$ cat src/serial_link_pkg.sv
/*
  Shared types for the serial link. Frame layout is fixed by FlitDataWidth,
  so the flit and frame structs only change if that width changes.
*/
package serial_link_pkg;

  // Flit payload width, the packed types below depend on it
  localparam int FlitDataWidth = 32;

  ////////////////////
  // Defaults
  ////////////////////

  localparam int DefNumLanes    = 4;
  localparam int DefLinkCredits = 4;
  localparam int DefNocCredits  = 2;

  ////////////////////
  // NoC side
  ////////////////////

  typedef struct packed {
    logic                     valid;
    logic                     hdr;
    logic [FlitDataWidth-1:0] data;
  } flit_t;

  ////////////////////
  // Link frames
  ////////////////////

  typedef enum logic {
    FRAME_FLIT   = 1'b0,
    FRAME_CREDIT = 1'b1
  } frame_kind_e;

  typedef struct packed {
    frame_kind_e              kind;
    logic                     hdr;
    logic [FlitDataWidth-1:0] data;
  } frame_t;

  localparam int FrameBits = $bits(frame_t);

  ////////////////////
  // Configuration
  ////////////////////

  typedef enum logic [1:0] {
    REG_CTRL     = 2'd0,
    REG_CREDITS  = 2'd1,
    REG_TX_COUNT = 2'd2,
    REG_RX_COUNT = 2'd3
  } cfg_addr_e;

  typedef struct packed {
    logic        valid;
    logic        write;
    cfg_addr_e   addr;
    logic [31:0] wdata;
  } cfg_req_t;

  typedef struct packed {
    logic        valid;
    logic [31:0] rdata;
  } cfg_rsp_t;

  typedef enum logic {
    LINK_OFF = 1'b0,
    LINK_ON  = 1'b1
  } link_state_e;

endpackage

$ cat src/serial_link_ctrl.sv
/*
  Configuration registers and link credit bookkeeping.
  Every request gets a response one cycle later, writes to status registers are dropped.
*/
`timescale 1ns/1ps

module serial_link_ctrl import serial_link_pkg::*; #(
  parameter int LinkCredits = DefLinkCredits
) (
  input  logic     clk_i,
  input  logic     rst_n_i,
  input  cfg_req_t cfg_req_i,
  output cfg_rsp_t cfg_rsp_o,
  input  logic     flit_sent_i,
  input  logic     credit_received_i,
  input  logic     rx_flit_valid_i,
  output logic     send_ok_o
);

  localparam int CreditW = $clog2(LinkCredits + 1);

  link_state_e        link_state_q;
  logic [CreditW-1:0] credit_q;
  logic [31:0]        tx_count_q;
  logic [31:0]        rx_count_q;
  logic               rsp_valid_q;
  logic [31:0]        rsp_rdata_q;
  logic [31:0]        rdata_d;
  logic               ctrl_write;

  assign ctrl_write = cfg_req_i.valid && cfg_req_i.write && (cfg_req_i.addr == REG_CTRL);

  // Flits may only leave while the far buffer has room
  assign send_ok_o = (link_state_q == LINK_ON) && (credit_q != '0);

  ////////////////////
  // Link state
  ////////////////////

  always_ff @(posedge clk_i) begin
    if (!rst_n_i) begin
      link_state_q <= LINK_OFF;
    end else if (ctrl_write) begin
      link_state_q <= cfg_req_i.wdata[0] ? LINK_ON : LINK_OFF;
    end
  end

  // Both events in one cycle cancel out
  always_ff @(posedge clk_i) begin
    if (!rst_n_i) begin
      credit_q <= CreditW'(LinkCredits);
    end else begin
      case ({flit_sent_i, credit_received_i})
        2'b10:   credit_q <= credit_q - 1'b1;
        2'b01:   credit_q <= credit_q + 1'b1;
        default: credit_q <= credit_q;
      endcase
    end
  end

  ////////////////////
  // Flit counters
  ////////////////////

  always_ff @(posedge clk_i) begin
    if (!rst_n_i) begin
      tx_count_q <= '0;
      rx_count_q <= '0;
    end else begin
      if (flit_sent_i) begin
        tx_count_q <= tx_count_q + 32'd1;
      end
      if (rx_flit_valid_i) begin
        rx_count_q <= rx_count_q + 32'd1;
      end
    end
  end

  ////////////////////
  // Register read
  ////////////////////

  always_comb begin
    unique case (cfg_req_i.addr)
      REG_CTRL:     rdata_d = {31'd0, link_state_q == LINK_ON};
      REG_CREDITS:  rdata_d = 32'(credit_q);
      REG_TX_COUNT: rdata_d = tx_count_q;
      REG_RX_COUNT: rdata_d = rx_count_q;
    endcase
  end

  always_ff @(posedge clk_i) begin
    if (!rst_n_i) begin
      rsp_valid_q <= 1'b0;
    end else begin
      rsp_valid_q <= cfg_req_i.valid;
    end
  end

  // Read data is only sampled together with valid
  always_ff @(posedge clk_i) begin
    if (cfg_req_i.valid) begin
      rsp_rdata_q <= rdata_d;
    end
  end

  always_comb begin
    cfg_rsp_o.valid = rsp_valid_q;
    cfg_rsp_o.rdata = rsp_rdata_q;
  end

endmodule

$ cat src/serial_link_noc_bridge.sv
/*
  NoC side buffers. The NoC sender must respect its NocCredits, the far link
  end must respect LinkCredits; neither FIFO checks for overflow.
*/
`timescale 1ns/1ps

module serial_link_noc_bridge import serial_link_pkg::*; #(
  parameter int LinkCredits = DefLinkCredits,
  parameter int NocCredits  = DefNocCredits
) (
  input  logic  clk_i,
  input  logic  rst_n_i,
  input  flit_t floo_in_i,
  output logic  floo_in_credit_o,
  output flit_t floo_out_o,
  input  logic  floo_out_credit_i,
  output flit_t tx_flit_o,
  input  logic  tx_take_i,
  input  flit_t rx_flit_i,
  output logic  rx_drained_o
);

  localparam int OutCreditW = $clog2(NocCredits + 1);

  // Index 0 is the input FIFO, index 1 the receive FIFO
  flit_t [1:0]           fifo_in;
  flit_t [1:0]           fifo_head;
  logic  [1:0]           fifo_pop;
  logic                  in_pop;
  logic                  out_pop;
  logic                  floo_in_credit_q;
  logic [OutCreditW-1:0] out_credit_q;

  assign fifo_in[0] = floo_in_i;
  assign fifo_in[1] = rx_flit_i;

  assign in_pop  = tx_take_i && fifo_head[0].valid;
  assign out_pop = fifo_head[1].valid && (out_credit_q != '0);

  assign fifo_pop[0] = in_pop;
  assign fifo_pop[1] = out_pop;

  for (genvar g = 0; g < 2; g++) begin : gen_fifo
    localparam int Depth = (g == 0) ? NocCredits : LinkCredits;
    localparam int PtrW  = (Depth > 1) ? $clog2(Depth) : 1;
    localparam int CntW  = $clog2(Depth + 1);

    flit_t           mem_q [Depth];
    logic [PtrW-1:0] wr_ptr_q;
    logic [PtrW-1:0] rd_ptr_q;
    logic [CntW-1:0] count_q;
    logic            push;
    flit_t           head;

    assign push = fifo_in[g].valid;

    always_ff @(posedge clk_i) begin
      if (push) begin
        mem_q[wr_ptr_q] <= fifo_in[g];
      end
    end

    always_ff @(posedge clk_i) begin
      if (!rst_n_i) begin
        wr_ptr_q <= '0;
        rd_ptr_q <= '0;
        count_q  <= '0;
      end else begin
        if (push) begin
          wr_ptr_q <= (wr_ptr_q == PtrW'(Depth - 1)) ? '0 : wr_ptr_q + 1'b1;
        end
        if (fifo_pop[g]) begin
          rd_ptr_q <= (rd_ptr_q == PtrW'(Depth - 1)) ? '0 : rd_ptr_q + 1'b1;
        end
        if (push && !fifo_pop[g]) begin
          count_q <= count_q + 1'b1;
        end else if (fifo_pop[g] && !push) begin
          count_q <= count_q - 1'b1;
        end
      end
    end

    // Head is valid only while the FIFO holds a flit
    always_comb begin
      head       = mem_q[rd_ptr_q];
      head.valid = (count_q != '0);
    end

    assign fifo_head[g] = head;
  end

  ////////////////////
  // Credit exchange
  ////////////////////

  always_ff @(posedge clk_i) begin
    if (!rst_n_i) begin
      floo_in_credit_q <= 1'b0;
    end else begin
      floo_in_credit_q <= in_pop;
    end
  end

  always_ff @(posedge clk_i) begin
    if (!rst_n_i) begin
      out_credit_q <= OutCreditW'(NocCredits);
    end else if (out_pop && !floo_out_credit_i) begin
      out_credit_q <= out_credit_q - 1'b1;
    end else if (floo_out_credit_i && !out_pop) begin
      out_credit_q <= out_credit_q + 1'b1;
    end
  end

  assign floo_in_credit_o = floo_in_credit_q;
  assign tx_flit_o        = fifo_head[0];
  assign rx_drained_o     = out_pop;

  always_comb begin
    floo_out_o       = fifo_head[1];
    floo_out_o.valid = out_pop;
  end

endmodule

$ cat src/serial_link_data_link.sv
/*
  Frame builder and decoder. Owed credit returns are counted in 8 bits,
  so the link credit depth must stay below 256.
*/
`timescale 1ns/1ps

module serial_link_data_link import serial_link_pkg::*; (
  input  logic   clk_i,
  input  logic   rst_n_i,
  input  flit_t  tx_flit_i,
  output logic   tx_take_o,
  input  logic   send_ok_i,
  input  logic   rx_drained_i,
  output flit_t  rx_flit_o,
  output logic   flit_sent_o,
  output logic   credit_received_o,
  output frame_t tx_frame_o,
  output logic   tx_frame_valid_o,
  input  logic   tx_busy_i,
  input  frame_t rx_frame_i,
  input  logic   rx_frame_valid_i
);

  localparam int OwedW = 8;

  logic [OwedW-1:0] owed_q;
  logic             send_credit;
  logic             send_flit;
  logic             frame_take;
  logic             credit_take;

  ////////////////////
  // Transmit
  ////////////////////

  // Credit returns win over flits so the far end never stalls on us
  assign send_credit = (owed_q != '0);
  assign send_flit   = !send_credit && tx_flit_i.valid && send_ok_i;

  always_comb begin
    tx_frame_o.kind = send_credit ? FRAME_CREDIT : FRAME_FLIT;
    tx_frame_o.hdr  = send_credit ? 1'b0 : tx_flit_i.hdr;
    tx_frame_o.data = send_credit ? '0 : tx_flit_i.data;
  end

  assign tx_frame_valid_o = send_credit || send_flit;

  // Phy takes the frame on the first free cycle
  assign frame_take  = tx_frame_valid_o && !tx_busy_i;
  assign credit_take = frame_take && send_credit;

  assign tx_take_o   = frame_take && send_flit;
  assign flit_sent_o = frame_take && send_flit;

  // One owed credit per drained receive buffer slot
  always_ff @(posedge clk_i) begin
    if (!rst_n_i) begin
      owed_q <= '0;
    end else begin
      case ({rx_drained_i, credit_take})
        2'b10:   owed_q <= owed_q + 1'b1;
        2'b01:   owed_q <= owed_q - 1'b1;
        default: owed_q <= owed_q;
      endcase
    end
  end

  ////////////////////
  // Receive
  ////////////////////

  always_comb begin
    rx_flit_o.valid = rx_frame_valid_i && (rx_frame_i.kind == FRAME_FLIT);
    rx_flit_o.hdr   = rx_frame_i.hdr;
    rx_flit_o.data  = rx_frame_i.data;
  end

  // Credit frames carry no payload, each returns one link credit
  assign credit_received_o = rx_frame_valid_i && (rx_frame_i.kind == FRAME_CREDIT);

endmodule

$ cat src/serial_link_phy.sv
/*
  Lane serializer and deserializer, one bit per lane per clock, lower bits first.
  A frame takes FrameBeats cycles and frames are separated by at least one idle cycle.
*/
`timescale 1ns/1ps

module serial_link_phy import serial_link_pkg::*; #(
  parameter int NumLanes = DefNumLanes
) (
  input  logic                clk_i,
  input  logic                rst_n_i,
  input  frame_t              tx_frame_i,
  input  logic                tx_frame_valid_i,
  output logic                tx_busy_o,
  output frame_t              rx_frame_o,
  output logic                rx_frame_valid_o,
  output logic [NumLanes-1:0] ddr_o,
  output logic                ddr_valid_o,
  input  logic [NumLanes-1:0] ddr_i,
  input  logic                ddr_valid_i
);

  localparam int FrameBeats = (FrameBits + NumLanes - 1) / NumLanes;
  localparam int ShiftW     = FrameBeats * NumLanes;
  localparam int BeatW      = (FrameBeats > 1) ? $clog2(FrameBeats) : 1;

  logic [ShiftW-1:0]          tx_shift_q;
  logic [BeatW-1:0]           tx_beat_q;
  logic                       tx_busy_q;
  logic                       tx_take;
  logic [ShiftW-1:0]          rx_shift_q;
  logic [ShiftW+NumLanes-1:0] rx_shift_in;
  logic [BeatW-1:0]           rx_beat_q;
  logic                       rx_valid_q;

  ////////////////////
  // Serializer
  ////////////////////

  assign tx_take = tx_frame_valid_i && !tx_busy_q;

  always_ff @(posedge clk_i) begin
    if (tx_take) begin
      tx_shift_q <= ShiftW'(tx_frame_i);
    end else if (tx_busy_q) begin
      tx_shift_q <= tx_shift_q >> NumLanes;
    end
  end

  always_ff @(posedge clk_i) begin
    if (!rst_n_i) begin
      tx_busy_q <= 1'b0;
      tx_beat_q <= '0;
    end else if (tx_take) begin
      tx_busy_q <= 1'b1;
      tx_beat_q <= '0;
    end else if (tx_busy_q) begin
      // Drop busy after the last beat has been driven
      if (tx_beat_q == BeatW'(FrameBeats - 1)) begin
        tx_busy_q <= 1'b0;
      end
      tx_beat_q <= tx_beat_q + 1'b1;
    end
  end

  assign tx_busy_o   = tx_busy_q;
  assign ddr_valid_o = tx_busy_q;
  assign ddr_o       = tx_busy_q ? tx_shift_q[NumLanes-1:0] : '0;

  ////////////////////
  // Deserializer
  ////////////////////

  // New beats enter at the top and move down toward bit 0
  assign rx_shift_in = {ddr_i, rx_shift_q};

  always_ff @(posedge clk_i) begin
    if (ddr_valid_i) begin
      rx_shift_q <= rx_shift_in[ShiftW+NumLanes-1:NumLanes];
    end
  end

  always_ff @(posedge clk_i) begin
    if (!rst_n_i) begin
      rx_beat_q  <= '0;
      rx_valid_q <= 1'b0;
    end else begin
      rx_valid_q <= 1'b0;
      if (ddr_valid_i) begin
        if (rx_beat_q == BeatW'(FrameBeats - 1)) begin
          rx_beat_q  <= '0;
          rx_valid_q <= 1'b1;
        end else begin
          rx_beat_q <= rx_beat_q + 1'b1;
        end
      end
    end
  end

  assign rx_frame_o       = frame_t'(rx_shift_q[FrameBits-1:0]);
  assign rx_frame_valid_o = rx_valid_q;

endmodule

$ cat src/serial_link_top.sv
/*
  Single channel serial link, one clock domain, one bit per lane per clock.
  Lanes have no back-pressure, link credits must match the far receive buffer.
*/
`timescale 1ns/1ps

module serial_link_top import serial_link_pkg::*; #(
  parameter int NumLanes    = DefNumLanes,
  parameter int LinkCredits = DefLinkCredits,
  parameter int NocCredits  = DefNocCredits
) (
  input  logic                clk_i,
  input  logic                rst_n_i,
  input  flit_t               floo_in_i,
  output logic                floo_in_credit_o,
  output flit_t               floo_out_o,
  input  logic                floo_out_credit_i,
  input  cfg_req_t            cfg_req_i,
  output cfg_rsp_t            cfg_rsp_o,
  output logic [NumLanes-1:0] ddr_o,
  output logic                ddr_valid_o,
  input  logic [NumLanes-1:0] ddr_i,
  input  logic                ddr_valid_i
);

  flit_t  tx_flit;
  flit_t  rx_flit;
  logic   tx_take;
  logic   rx_drained;
  logic   send_ok;
  logic   flit_sent;
  logic   credit_received;
  frame_t tx_frame;
  logic   tx_frame_valid;
  logic   tx_busy;
  frame_t rx_frame;
  logic   rx_frame_valid;

  ////////////////////
  // Link controller
  ////////////////////

  serial_link_ctrl #(
    .LinkCredits ( LinkCredits )
  ) i_ctrl (
    .clk_i             ( clk_i           ),
    .rst_n_i           ( rst_n_i         ),
    .cfg_req_i         ( cfg_req_i       ),
    .cfg_rsp_o         ( cfg_rsp_o       ),
    .flit_sent_i       ( flit_sent       ),
    .credit_received_i ( credit_received ),
    .rx_flit_valid_i   ( rx_flit.valid   ),
    .send_ok_o         ( send_ok         )
  );

  ////////////////////
  // Datapath
  ////////////////////

  serial_link_noc_bridge #(
    .LinkCredits ( LinkCredits ),
    .NocCredits  ( NocCredits  )
  ) i_noc_bridge (
    .clk_i             ( clk_i             ),
    .rst_n_i           ( rst_n_i           ),
    .floo_in_i         ( floo_in_i         ),
    .floo_in_credit_o  ( floo_in_credit_o  ),
    .floo_out_o        ( floo_out_o        ),
    .floo_out_credit_i ( floo_out_credit_i ),
    .tx_flit_o         ( tx_flit           ),
    .tx_take_i         ( tx_take           ),
    .rx_flit_i         ( rx_flit           ),
    .rx_drained_o      ( rx_drained        )
  );

  serial_link_data_link i_data_link (
    .clk_i             ( clk_i           ),
    .rst_n_i           ( rst_n_i         ),
    .tx_flit_i         ( tx_flit         ),
    .tx_take_o         ( tx_take         ),
    .send_ok_i         ( send_ok         ),
    .rx_drained_i      ( rx_drained      ),
    .rx_flit_o         ( rx_flit         ),
    .flit_sent_o       ( flit_sent       ),
    .credit_received_o ( credit_received ),
    .tx_frame_o        ( tx_frame        ),
    .tx_frame_valid_o  ( tx_frame_valid  ),
    .tx_busy_i         ( tx_busy         ),
    .rx_frame_i        ( rx_frame        ),
    .rx_frame_valid_i  ( rx_frame_valid  )
  );

  serial_link_phy #(
    .NumLanes ( NumLanes )
  ) i_phy (
    .clk_i            ( clk_i          ),
    .rst_n_i          ( rst_n_i        ),
    .tx_frame_i       ( tx_frame       ),
    .tx_frame_valid_i ( tx_frame_valid ),
    .tx_busy_o        ( tx_busy        ),
    .rx_frame_o       ( rx_frame       ),
    .rx_frame_valid_o ( rx_frame_valid ),
    .ddr_o            ( ddr_o          ),
    .ddr_valid_o      ( ddr_valid_o    ),
    .ddr_i            ( ddr_i          ),
    .ddr_valid_i      ( ddr_valid_i    )
  );

endmodule

$ cat config.mk
export PLATFORM = sky130hd
export DESIGN_NAME = serial_link_top
export DESIGN_NICKNAME = d
export VERILOG_FILES = /design/src/serial_link_pkg.sv /design/src/serial_link_ctrl.sv /design/src/serial_link_noc_bridge.sv /design/src/serial_link_data_link.sv /design/src/serial_link_phy.sv /design/src/serial_link_top.sv
export SDC_FILE = /design/constraint.sdc
export NUM_CORES = 1
export LEC_CHECK = 0
export ABC_CLOCK_PERIOD_IN_PS = 3400
export BUFFER_PORTS_ARGS = -buffer_cell sky130_fd_sc_hd__buf_4
export CORE_MARGIN = 2
export CORE_UTILIZATION = 38
export DETAILED_ROUTE_END_ITERATION = 7
export SLEW_MARGIN = 0
export SYNTH_ARGS = -nofsm -noshare
export SYNTH_HDL_FRONTEND = slang
export SYNTH_SLANG_ARGS = --single-unit
$ cat constraint.sdc
create_clock -name clk_i -period 3.4 [get_ports clk_i]
set_clock_uncertainty 0.15 [all_clocks]
set_input_delay 0.17 -clock clk_i [delete_from_list [all_inputs] [get_ports clk_i]]
set_output_delay 0.17 -clock clk_i [all_outputs]
set_load 0.02 [all_outputs]
==> results.txt <==
----------------------------------------------------
[Power]
  Sw power ... about 3.6 mW
  Leakage power ... around 6.9 nW
  Maximum vdd ir drop ... 0.000411 V
  Part of the total power dissipated in combinational logic ... between 10% and 20%
  Switching part of the total power ... a little over a quarter
  Power Density ... 679 nW/um^2
  Sequential group share of total power ... about 45%
  Clock group share of total power ... 36.0%
  Design internal power ... 9.68 mW

[Placed design]
  DP Cell Count ... 1734
  Port bufs ... 119
  Weighted congestion reported at the end of routability-driven placement ... between 0.8 and 0.9
  Placed wire-length estimate after detailed placement ... about 18 mm
  Total placed instance area ... between 15000 and 20000 um^2

[STA]
  Max Fclk ... 355 MHz
  Period minus WS final ... around 2.8 ns
  Fraction of the cycle the final worst path needs ... 82.8%
  Hold Violations, Final ... 0
  Max-slew violations ... 0
  Number of failing setup endpoints in the final timing report ... 0
  Setup repair after global routing missed its margin ... no
  Transition time at the pin with the least slew margin ... approximately 1.1 ns
  Setup tns final ... 0 ns
  Slew headroom ... between 20 and 30%

[Setup path]
  Type of origin of the critical path ... flip-flop
  Crit-path max FO ... 8
  Category of the worst setup path capture point ... flip-flop
  Arrival @ worst endpoint ... 3.16 ns
  Data required, critical path ... 3.74 ns
  Path type of the worst setup path ... flip-flop to flip-flop

[Die]
  Row count ... 75
  Die Height ... around 210 um
  Die ar. ... 44400 um^2
  Floorplan die width ... about 210 um
  Starting Density ... 38.6%
  Placeable core region ... 42000 um^2
  Number of ports placed on the die boundary ... 151

[Synth]
  Cells taking the most area after synthesis ... edfxtp_1 (56%), dfxtp_1 (13%), mux4_2 (4.7%), mux2i_1 (4.4%), nor2_1 (1.9%)
  Commonest register cell after synthesis ... edfxtp_1
  Post-synthesis instance area ... 16200 um^2
  Cell type with the highest aggregate area in the netlist ... edfxtp_1
  Portion of the post-synthesis area used by sequential elements ... roughly 70%
  Synthesized instance count ... 1111
  Count of cell types in the netlist ... 55
  Number of flip-flops and latches in the synthesized netlist ... a little over 400
  FFs w/ async S/R, synth ... 0%
  Post-Synthesis Net Count ... 1214
  Mean post-synth cell area ... between 10 and 15 um^2
  YS warnings ... 0
  Number of flops mapped to enable cells by yosys ... 300
  Top-area cell type share of the netlist area ... between 50% and 60%

[Status]
  Result of the run ... finished, final reports clean

[Cells and area]
  Total number of nets in the final design ... roughly 1400
  Ratio of cells with drive above 1 in the final layout ... 19.4%
  Final std cells w/o fill ... about 1900
  Ant diodes ... 0
  Final Instance Area ... 19600 um^2
  Area overhead of the layout relative to synthesis ... 21.0%

[Detailed routing]
  Total via count in the routed design ... 9369
  Initial detailed-routing violation count ... 482
  Mean number of vias per cell ... about 5.0
  Routed WL ... 30.8 mm
  Total DRC errors in the routed layout ... 0
  Number of detailed-route iterations in the first pass ... 5
  Detail-routed net length per standard cell ... 16.6 um
  Antenna-violating nets left ... 0

[Run]
  Count of max-cap constraint violations ... 0

[CTS]
  CTS H-tree depth ... 2
  Clock tree from TritonCTS ... done
  Number of setup buffers added after CTS ... 0
  Clk root buf ... clkbuf_16
  Clock Pin Slew Worst Setup and Hold Paths ... approximately 0.06 ns
  Clock buffer count from CTS ... 44
  Clock latency at the later pin of the worst-skew pair ... 0.58 ns
  Number of sinks on the clock net ... just over 400
  Maximum clock path buffer count ... 3
  Post-CTS resize count ... 0

[Global route]
  Via count of the first global-routing pass ... ~9400
  Maximum number of pins on one net before global-route repair ... roughly 50
  First-pass GRT wire length ... 49.6 mm
  Initial antenna violation count ... 0
  Overall fraction of global-route tracks in use ... between 10% and 20%
  GRT overflow ... 0

[Min path]
  Hold WC Path Type ... input pin to flip-flop

----------------------------------------------------
power by group through the flow:
stage	Combinational [mW]	Clock, mW	Sequential [mW]
2_1_floorplan	1.76	0	6.02
3_3_place_gp	2.51	0	6.09
3_5_place_dp	2.55	0	6.10
4_1_cts	2.59	4.95	6.00
5_1_grt	2.80	5.12	6.04
6_report	2.54	4.79	5.99
final timing paths:
check        slack, ns  depth (start not counted)                                        startpoint                            endpoint
max               0.58                         10  i_noc_bridge.gen_fifo[1].count_q[0]$_SDFFE_PN0P_  i_data_link.owed_q[4]$_SDFFE_PN0P_
min               0.14                          3                                     cfg_req_i[32]    i_ctrl.rsp_rdata_q[16]$_DFFE_PP_
max reg2reg       0.58                         10  i_noc_bridge.gen_fifo[1].count_q[0]$_SDFFE_PN0P_  i_data_link.owed_q[4]$_SDFFE_PN0P_
min reg2reg       0.28                          0                    i_phy.rx_shift_q[34]$_DFFE_PP_      i_phy.rx_shift_q[30]$_DFFE_PP_
critical path, stage by stage (launching register included):
cell and delay [ns]:
dfxtp_1 0.35, o32ai_1 0.28, buf_4 0.20, ha_1 0.34, inv_1 0.12, fa_1 0.41, nand2b_1 0.15, a21boi_0 0.23
nor3_1 0.07, or3_1 0.31, a21oi_1 0.13
sequential cells by signal, indices dropped and copies added, names as in the netlist, named ones only:
signal	cells
i_noc_bridge.gen_fifo.count_q	5
i_ctrl.rsp_valid_q	1
i_phy.rx_beat_q	4
i_ctrl.link_state_q	1
i_ctrl.rx_count_q	32
i_phy.rx_frame_valid_o	1
i_ctrl.credit_q	3
i_noc_bridge.gen_fifo.wr_ptr_q	3
i_ctrl.rsp_rdata_q	32
i_phy.tx_shift_q	34
i_phy.tx_beat_q	4
i_ctrl.tx_count_q	32
i_noc_bridge.gen_fifo.mem_q	198
i_noc_bridge.floo_in_credit_o	1
i_data_link.owed_q	8
i_noc_bridge.out_credit_q	2
i_phy.rx_shift_q	36
i_phy.ddr_valid_o	1
i_noc_bridge.gen_fifo.rd_ptr_q	3
synth_stat cells (3+ instances only):
cell type,n
o2111ai_1,3
a21oi_1,33
mux4_2,34
and3_1,8
nand2_1,61
dfxtp_1,104
o31ai_1,4
a22oi_1,3
o21a_1,3
and4_1,11
buf_2,10
inv_2,3
buf_1,4
edfxtp_1,300
nor2_1,80
mux2i_1,72
and2_1,23
clkbuf_1,33
nor2b_1,32
ha_1,22
nor4_1,8
fa_1,3
or3_1,23
xor2_1,33
nand4_1,27
nand2b_1,3
o21ai_1,44
nor3_1,12
xnor2_1,24
nor3b_1,3
o21ai_0,13
or4_1,4
inv_1,19
nand3_1,23
final cells by class:
| class | instances | area, um^2 |
|---|---|---|
| Clock buffer | 57 | 1190 |
| Clock inverter | 24 | 282 |
| Fill cell | 3654 | 22400 |
| Inverter | 22 | 82.6 |
| Multi-Input combinational cell | 634 | 4830 |
| Sequential cell | 404 | 11100 |
| Tap cell | 539 | 674 |
| Timing Repair Buffer | 180 | 1480 |
cell families after synthesis:
family	Yosys count	share of synthesized area, %
flops	404	68.4
buf+inv	73	1.91
mux	108	9.30
simple gates	331	11.3
xor+xnor	57	3.08
compound gates	113	4.00
fa+ha+maj	25	2.07
layer usage:
metal  global-route usage [%]  up-vias  wire (um)
met5                        0        -          0
met4                     4.71        0        635
met3                     2.71       45       1380
met2                     23.6      197      14800
met1                     18.6     4616      14000
li1                         -     4511          -
cells in the final DEF, fill, tap and decap left out, drive strengths merged, types with 11 or more instances in the layout:
cell type,count
nor2b,32
clkinv,17
nor2,81
xnor2,24
ha,22
or3,23
inv,25
clkbuf,57
dlygate4sd3,45
xor2,33
nand4,31
mux4,34
and2,23
edfxtp,300
a21oi,33
nand3,23
buf,135
dfxtp,104
nand2,61
mux2i,72
and4,11
o21ai,57
nor3,12
metrics by stage:
step                      util (%)  power [mW]  hold slack [ns]  setup WS [ns]
after floorplan                  -        7.78            0.119          0.631
after global placement        42.1        8.60            0.200          0.617
after detailed placement      42.1        8.65            0.204          0.605
after CTS                     46.7        13.5            0.121          0.561
after global routing          46.7        14.0            0.148          0.391
final                         46.7        13.3            0.141          0.585
what timing repair did:
action                     4_1_cts  5_1_grt
hold buffers                    45        0
setup endpoints to repair        0        0
hold endpoints to repair       188        0
(Power assumes the default switching activity.)
